==> src/design/fifo_demo_pkg.sv <==
package fifo_demo_pkg;

  // one request to the fifo as issued by the strober
  // at most one of write or read per clock
  typedef enum logic [1:0] {
    op_none  = 2'd0,  // idle, also every non-tick cycle
    op_write = 2'd1,  // push the switch word
    op_read  = 2'd2   // pop into dout
  } fifo_op_t;

  // address width gives 2**addr_bits entries
  localparam int default_addr_bits = 4;

  // width of a stored word, matches the switch bank
  localparam int default_data_bits = 8;

  // clocks per tick
  // small for simulation, a board build would set this in the millions
  localparam int default_tick_divide = 4;

  // ticks between repeats while one button stays down
  localparam int default_repeat_ticks = 2;

endpackage
==> src/design/fifo_demo_top.sv <==
`timescale 1ns/1ps

// push-button fifo demo
// switches give the word and two buttons push or pop
module fifo_demo_top import fifo_demo_pkg::*;
#(
  parameter int addr_bits    = default_addr_bits,
  parameter int data_bits    = default_data_bits,
  parameter int tick_divide  = default_tick_divide,
  parameter int repeat_ticks = default_repeat_ticks
)
(
  input  logic                 clock,
  input  logic                 reset,
  input  logic                 wr_button,
  input  logic                 rd_button,
  input  logic [data_bits-1:0] din,     // switch bank
  output logic [data_bits-1:0] dout,
  output logic                 full,
  output logic                 empty,
  output logic [addr_bits:0]   level,
  output logic                 ready    // lit once out of reset
);

  logic                 tick;
  fifo_op_t             op;
  logic                 write_enable;
  logic [addr_bits-1:0] write_addr;
  logic                 read_enable;
  logic [addr_bits-1:0] read_addr;

  tick_divider #(.tick_divide(tick_divide)) u_tick_divider (
    .clock (clock),
    .reset (reset),
    .tick  (tick)
  );

  button_strober #(.repeat_ticks(repeat_ticks)) u_button_strober (
    .clock     (clock),
    .reset     (reset),
    .tick      (tick),
    .wr_button (wr_button),
    .rd_button (rd_button),
    .op        (op)
  );

  fifo_control #(.addr_bits(addr_bits)) u_fifo_control (
    .clock        (clock),
    .reset        (reset),
    .op           (op),
    .write_enable (write_enable),
    .write_addr   (write_addr),
    .read_enable  (read_enable),
    .read_addr    (read_addr),
    .full         (full),
    .empty        (empty),
    .level        (level)
  );

  fifo_storage #(.addr_bits(addr_bits), .data_bits(data_bits)) u_fifo_storage (
    .clock        (clock),
    .reset        (reset),
    .write_enable (write_enable),
    .write_addr   (write_addr),
    .din          (din),
    .read_enable  (read_enable),
    .read_addr    (read_addr),
    .dout         (dout)
  );

  // reset indicator light
  always_ff @(posedge clock or posedge reset)
  begin
    if (reset)
      ready <= 1'b0;
    else
      ready <= 1'b1;  // first edge after release
  end

endmodule

==> src/design/fifo_storage.sv <==
`timescale 1ns/1ps

// word array with clocked write and registered read port
module fifo_storage import fifo_demo_pkg::*;
#(
  parameter int addr_bits = default_addr_bits,
  parameter int data_bits = default_data_bits
)
(
  input  logic                 clock,
  input  logic                 reset,
  input  logic                 write_enable,
  input  logic [addr_bits-1:0] write_addr,
  input  logic [data_bits-1:0] din,
  input  logic                 read_enable,
  input  logic [addr_bits-1:0] read_addr,
  output logic [data_bits-1:0] dout
);

  logic [data_bits-1:0] mem [2**addr_bits];  // 2**addr_bits entries

  always_ff @(posedge clock)
  begin
    if (write_enable)
      mem[write_addr] <= din;  // switch word at the end of the write cycle
  end

  // dout keeps the last word popped
  always_ff @(posedge clock or posedge reset)
  begin
    if (reset)
      dout <= '0;
    else if (read_enable)
      dout <= mem[read_addr];
  end

endmodule

==> src/design/fifo_control.sv <==
`timescale 1ns/1ps

// pointers, occupancy and flags of the fifo
// requests are gated here into storage enables
module fifo_control import fifo_demo_pkg::*;
#(
  parameter int addr_bits = default_addr_bits
)
(
  input  logic                 clock,
  input  logic                 reset,
  input  fifo_op_t             op,
  output logic                 write_enable,
  output logic [addr_bits-1:0] write_addr,
  output logic                 read_enable,
  output logic [addr_bits-1:0] read_addr,
  output logic                 full,
  output logic                 empty,
  output logic [addr_bits:0]   level
);

  // level one bit wider so a full fifo is distinct from an empty one
  localparam logic [addr_bits:0] depth = 1 << addr_bits;

  logic [addr_bits-1:0] wr_ptr;      // next slot to write
  logic [addr_bits-1:0] rd_ptr;      // next slot to read
  logic [addr_bits:0]   level_next;

  // blocked requests are simply dropped
  assign write_enable = (op == op_write) & ~full;
  assign read_enable  = (op == op_read) & ~empty;

  assign write_addr = wr_ptr;
  assign read_addr  = rd_ptr;

  // strober never issues both so only one direction at a time
  always_comb
  begin
    level_next = level;
    if (write_enable)
      level_next = level + 1'b1;
    else if (read_enable)
      level_next = level - 1'b1;
  end

  always_ff @(posedge clock or posedge reset)
  begin
    if (reset)
    begin
      wr_ptr <= '0;
      rd_ptr <= '0;
      level  <= '0;
      full   <= 1'b0;
      empty  <= 1'b1;
    end
    else
    begin
      if (write_enable)
        wr_ptr <= wr_ptr + 1'b1;  // wraps at the top of the array
      if (read_enable)
        rd_ptr <= rd_ptr + 1'b1;
      level <= level_next;
      // flags follow the level they will sit beside
      full  <= (level_next == depth);
      empty <= (level_next == '0);
    end
  end

endmodule

==> src/design/button_strober.sv <==
`timescale 1ns/1ps

// held buttons to single-cycle fifo requests
// one button alone fires at once and then every repeat_ticks ticks
module button_strober import fifo_demo_pkg::*;
#(
  parameter int repeat_ticks = default_repeat_ticks
)
(
  input  logic     clock,
  input  logic     reset,
  input  logic     tick,       // sampling enable
  input  logic     wr_button,
  input  logic     rd_button,
  output fifo_op_t op
);

  localparam int cnt_bits = (repeat_ticks > 1) ? $clog2(repeat_ticks) : 1;
  localparam logic [cnt_bits-1:0] reload = cnt_bits'(repeat_ticks - 1);

  logic [cnt_bits-1:0] wr_count;  // ticks left before the next write repeat
  logic [cnt_bits-1:0] rd_count;  // same for reads
  logic                wr_only;
  logic                rd_only;

  // both held counts as neither
  assign wr_only = wr_button & ~rd_button;
  assign rd_only = rd_button & ~wr_button;

  // request is decided in the tick cycle itself
  always_comb
  begin
    op = op_none;
    if (tick)
    begin
      if (wr_only && wr_count == '0)
        op = op_write;
      else if (rd_only && rd_count == '0)
        op = op_read;
    end
  end

  // repeat counters move only on ticks
  always_ff @(posedge clock or posedge reset)
  begin
    if (reset)
    begin
      wr_count <= '0;
      rd_count <= '0;
    end
    else if (tick)
    begin
      if (wr_only)
        wr_count <= (wr_count == '0) ? reload : wr_count - 1'b1;  // fire then wait
      else
        wr_count <= '0;  // released or blocked by the other button
      if (rd_only)
        rd_count <= (rd_count == '0) ? reload : rd_count - 1'b1;
      else
        rd_count <= '0;
    end
  end

endmodule

==> src/design/tick_divider.sv <==
`timescale 1ns/1ps

// one-clock enable pulse every tick_divide clocks
module tick_divider import fifo_demo_pkg::*;
#(
  parameter int tick_divide = default_tick_divide
)
(
  input  logic clock,
  input  logic reset,
  output logic tick
);

  // counter needs at least one bit even for tick_divide of 1
  localparam int cnt_bits = (tick_divide > 1) ? $clog2(tick_divide) : 1;
  localparam logic [cnt_bits-1:0] last_count = cnt_bits'(tick_divide - 1);

  logic [cnt_bits-1:0] count;

  always_ff @(posedge clock or posedge reset)
  begin
    if (reset)
      count <= '0;
    else if (count == last_count)
      count <= '0;  // wrap for the next period
    else
      count <= count + 1'b1;
  end

  // high during the final count of each period
  assign tick = (count == last_count);

endmodule

==> config.mk <==
export PLATFORM = sky130hd
export DESIGN_NAME = fifo_demo_top
export DESIGN_NICKNAME = d
export VERILOG_FILES = /design/src/design/fifo_demo_pkg.sv /design/src/design/fifo_demo_top.sv /design/src/design/fifo_storage.sv /design/src/design/fifo_control.sv /design/src/design/button_strober.sv /design/src/design/tick_divider.sv
export SDC_FILE = /design/constraint.sdc
export NUM_CORES = 1
export LEC_CHECK = 0
export BUFFER_PORTS_ARGS = -buffer_cell sky130_fd_sc_hd__buf_2
export CAP_MARGIN = 25
export CORE_MARGIN = 3
export CORE_UTILIZATION = 45
export DETAILED_ROUTE_END_ITERATION = 8
export PLACE_DENSITY = 0.65
export SYNTH_ARGS = -nofsm -noshare
export SYNTH_HDL_FRONTEND = slang
export SYNTH_SLANG_ARGS = --single-unit
==> constraint.sdc <==
create_clock -name clock -period 3.1 [get_ports clock]
set_clock_uncertainty 0.2 [all_clocks]
set_input_delay 0.62 -clock clock [delete_from_list [all_inputs] [get_ports clock]]
set_output_delay 0.62 -clock clock [all_outputs]
set_load 0.01 [all_outputs]
After elaboration in Yosys (flattened, before gate mapping)
Memories as Yosys holds them, arrays and structs flattened. A register that Yosys moved wholly into a read port is not among the register bits.
Cells that the tools add are included.
Cells by class
  bitwise operators: 10
  reductions and logical operators: 3
  multiplexer cells: 12
  $add $sub $neg: 7
  equal/unequal tests: 4
Operator list (count)
  5-bit 2-to-1 mux: 2
  4-bit by 1-bit adder with 4-bit output, second input constant: 2
  2-bit 2-to-1 mux: 4
  1-bit 2-to-1 mux: 6
  1-bit inverter: 6
  5-bit by 1-bit adder with 5-bit output, second input constant: 1
  5-bit == test, second input constant: 1
  5-bit logical NOT: 1
  5-bit by 1-bit subtractor with 5-bit output, second input constant: 1
  1-bit AND: 4
  2-bit == test, second input constant: 2
  2-bit by 1-bit adder with 2-bit output, second input constant: 1
  2-bit by 1-bit == test with 1-bit output, second input constant: 1
  1-bit logical AND: 2
  1-bit subtractor, second input constant: 2
Word-level totals
  word-level logic and storage cells: 46
  bits in writable memories: 128
  register bits: 20
  memories kept: 1
  input port bits: 12
Memories
  u_fifo_storage.mem: words 16, bits a word 8, read ports 1, clocked after Yosys merged registers in 1, write ports 1, line fifo_storage.sv:20  | logic [data_bits-1:0] mem [2**addr_bits];

Logic depth before layout (Yosys ltp)
  depth after elaboration: 11
  depth in mapped cells: 8

Modules after synthesis
Synthesis repeated with hierarchy kept, for this count alone.
Unflattened totals
  cell total of the unflattened synthesis: 321
  area, all modules: 6298.5 um2
Modules (own cells, without submodules)
  fifo_storage: instances 1, area an instance 5335.1 um2, seq. area each 4043.9 um2, cells each 241
  fifo_control: instances 1, area an instance 760.7 um2, seq. area each 376.6 um2, cells each 62
  button_strober: instances 1, area an instance 100.1 um2, seq. area each 50.0 um2, cells each 10
  tick_divider: instances 1, area an instance 70.1 um2, seq. area each 50.0 um2, cells each 5
  fifo_demo_top: instances 1, area an instance 32.5 um2, seq. area each 25.0 um2, cells each 3

Worst setup path after synthesis
No wires, ideal clock.
  path kind: input -> register
  start: input port rd_button
  end: memory u_fifo_storage.mem[12][0] in the netlist's numbering, enable pin
  library setup time: 0.331 ns
  data arrival time: 1.778 ns
  stages: 4
  slack: 0.791 ns
  path buffers: 1
  cell sequence: nand4bb_1 -> nor2_1 -> clkbuf_1 -> and4_1
Between the ends
  word-level cells in the longest chain between the ends: 9
  elaborated cells on any way between the ends: 12
  classes of those cells: eq/ne: 1; mux: 5; bitwise: 4; reduce/logical: 2
Ends and longest elaborated chain
  from (decl): line fifo_demo_top.sv:16  | input logic rd_button,
  1-bit AND or 1-bit inverter (tied branches): line button_strober.sv:28, button_strober.sv:27
  1-bit logical AND or 1-bit AND (tied branches): line button_strober.sv:38, button_strober.sv:27
  2-bit 2-to-1 mux or 1-bit logical AND (tied branches): line button_strober.sv:38, button_strober.sv:36
  2-bit 2-to-1 mux *: line button_strober.sv:36  | if (wr_only && wr_count == '0)
  2-bit 2-to-1 mux *: line button_strober.sv:34  | if (tick)
  2-bit by 1-bit == test with 1-bit output *: line fifo_control.sv:30  | assign write_enable = (op == op_write) & ~full;
  1-bit AND *: line fifo_control.sv:30
  1-bit 2-to-1 mux *: line fifo_storage.sv:24  | if (write_enable)
  1-bit 2-to-1 mux (not written as such) *: line fifo_storage.sv:25  | mem[write_addr] <= din;
  to (decl): line fifo_storage.sv:20
Mark *: on every way between the ends. The rest lies on a longest branch, timed or not.

==> out/metrics.yaml <==
final_common_cell: "edfxtp_1"
cp_data_required_time_ns: 3.23
reg2regPathDepth: 6
cp.depth: 6
clockRootBuffer: "clkbuf_16"
drive_above_1_share_pct: 23.3
grt_usage_pct: 16.5
first_global_vias: 3299
tritoncts: "yes"
clock_sinks: 156
final_core_util_pct: 53.5
clk_pin_slew_ns: 0.06
rows: 42
vias: 3199
clock_path_buffers: 2
critPathMaxFanout: 9
fp.dieH_um: 124
startpoint_type: "register"
nets: 408
initial_utilization_pct: 46.9
whs_ns: 0.179
power.density_mw_per_mm2: 827
synth_edf_count: 128
crit_type: "register to register"
path_buf_inv: 1
setup_viol: 0
fin_crit_sh_pct: 81.7
diodes: 0
critPathCapture: "u_fifo_storage.dout[5]"
die_area_mm2: 0.0155
cts_setup_buffers: 0
slowest_delay_ns: 0.68
synth-main-ff-cell: "edfxtp_1"
layout_common_cells: "edfxtp_1, buf_2, dfrtp_1, nor2_1, a21oi_1"
cp.arrival_ns: 2.67
grt_antenna_before_repair: 0
drt-pass1-iter-count: 4
gp_congestion: 0.746
syn_area_mm2: 0.00631
drc: 0
dp_worst_setup_slack_ns: 0.503
area_growth_pct: 14.0
critPathTopFamily: "compound AO/OA/AOI/OAI gates"
drt_iter0_drc: 252
path_cells: "nand2b_1, a211oi_1, a2111oi_0, buf_4, a21oi_1, a21oi_1"
min_path_type: "input pin to asynchronous set/reset pin"
viasPerCell: 5.55
ios: 28
cp_slowest_cell: "a2111oi_0"
grt_pass1_wl_mm: 19.3
rsz0062_at_grt: "no"
numCtsBuffers: 17
tightestPinTransition_ns: 0.870
worst_slack_ns: 0.568
r2r-start: "u_fifo_control.read_addr[2]"
fp.coreArea_mm2: 0.0135
cts_resized: 0
ant_nets: 0
final_area_mm2: 0.00719
syn_nets: 369
vdd_drop_max_mv: 0.418
drv_slew: 0
async_reset_ff_share_pct: 17.9
crit_start: "u_fifo_control.read_addr[2]"
postSynthCellCount: 349
worst_setup_path_end_kind: "register"
insertion_delay_ns: 0.41
place_area_mm2: 0.00661
grt.overflow.total: 0
finalSetupTns_ns: 0
port_buffers: 27
synth_seq_cells: 156
dp_hpwl_mm: 7.89
finalHoldViolations: 0
synth_cell_types: 37
fin_crit_ns: 2.53
r2r_slack_ns: 0.57
grt_max_degree: 29
maxCapViolCount: 0
max_freq_ghz: 0.395
syn-mean-instance-area_um2: 18.1
yosysWarnings: 0
drt-total-wl_mm: 12.2
r2r_end: "u_fifo_storage.dout[5]"
crit_path_frequent_cell: "a21oi_1"
synth_seq_area_share_pct: 72.1
htree_levels: 4
p_leak_nw: 2.53
hold_buffers: 0
relSlewSlack_pct: 41.9
routedWlPerCell_um: 21.1
outcome: "finished clean"
die_x_um: 124
-- cell type report --
type	instances	area (um^2)
Timing Repair Buffer	38	218
Multi-Input combinational cell	168	1600
Inverter	7	26.3
Sequential cell	156	4550
Fill cell	1086	6260
Tap cell	176	220
Clock inverter	13	151
Clock buffer	18	429
-- synthesized netlist by cell type (3+ instances only) --
master | count | area, um^2
edfxtp_1 | 128 | 3840
dfrtp_1 | 27 | 676
nor2_1 | 22 | 82.6
a21oi_1 | 18 | 90.1
and2_1 | 13 | 81.3
mux4_1 | 12 | 315
mux4_2 | 12 | 270
mux2_2 | 10 | 113
a2111oi_0 | 8 | 70.1
a211oi_1 | 8 | 60.1
ha_1 | 8 | 100
mux2i_1 | 8 | 80.1
nor2b_1 | 8 | 50.1
xnor2_1 | 8 | 70.1
inv_1 | 7 | 26.3
clkbuf_1 | 6 | 22.5
buf_6 | 5 | 56.3
and4_1 | 4 | 35.0
buf_2 | 4 | 20.0
nand2_1 | 4 | 15.0
a22oi_1 | 3 | 22.5
nor3_1 | 3 | 15.0
o21ai_0 | 3 | 15.0
-- routing by layer --
metal / vias up / GRT usage [%] / part of all wire (%)
met5: - / 0 / 0
met4: 0 / 6.00 / 1.7
met3: 14 / 4.37 / 6.7
met2: 89 / 25.0 / 48
met1: 1636 / 23.3 / 44
li1: 1460 / - / -
-- worst min path at each step --
stage | start | endpoint | slack [ns] | cells after the start
after detailed placement | u_tick_divider.count[0] | u_tick_divider.count[0] | 0.24 | 1
after global placement | u_tick_divider.count[0] | u_tick_divider.count[0] | 0.22 | 1
after CTS | reset | ready | 0.18 | 2
final | reset | ready | 0.18 | 2
after global routing | reset | u_fifo_control.write_addr[2] | 0.22 | 2
after floorplan | u_tick_divider.count[0] | u_tick_divider.count[0] | 0.21 | 1
-- state kept, by name, indices dropped and copies added, names as in the netlist --
signal                     cells
u_fifo_storage.dout            8
u_tick_divider.count           2
u_fifo_control.empty           1
u_fifo_control.read_addr       4
u_button_strober.wr_count      1
u_fifo_control.full            1
u_fifo_control.level           5
ready                          1
u_button_strober.rd_count      1
u_fifo_storage.mem           128
u_fifo_control.write_addr      4
-- power breakdown --
| group | total (W) | leakage [nW] | internal, W | switching (W) |
|---|---|---|---|---|
| Sequential | 0.00260 | 1.48 | 0.00240 | 0.000200 |
| Combinational | 0.00132 | 0.764 | 0.000635 | 0.000687 |
| Clock | 0.00203 | 0.281 | 0.00125 | 0.000774 |
-- cells by family (layout without fill, tap and decap cells) --
| group | count (synthesis) | after routing | share of synthesized area, % |
|---|---|---|---|
| xor gates and xnor gates | 10 | 10 | 1.39 |
| buffers and inverters | 25 | 76 | 2.54 |
| adders and majority gates | 8 | 8 | 1.59 |
| muxes | 42 | 42 | 12.3 |
| other | 1 | 1 | 0.0595 |
| and+or+nand+nor | 66 | 66 | 5.83 |
| DFF | 156 | 156 | 72.1 |
| AOI/OAI and AO/OA | 41 | 41 | 4.19 |
-- through the flow --
stage	total power [W]	cells
6_report	0.00595	576
5_1_grt	0.00625	576
4_1_cts	0.00600	576
3_5_place_dp	0.00397	545
3_3_place_gp	0.00396	545
2_1_floorplan	0.00359	349
Note: power is estimated with default switching activity, not from simulation.
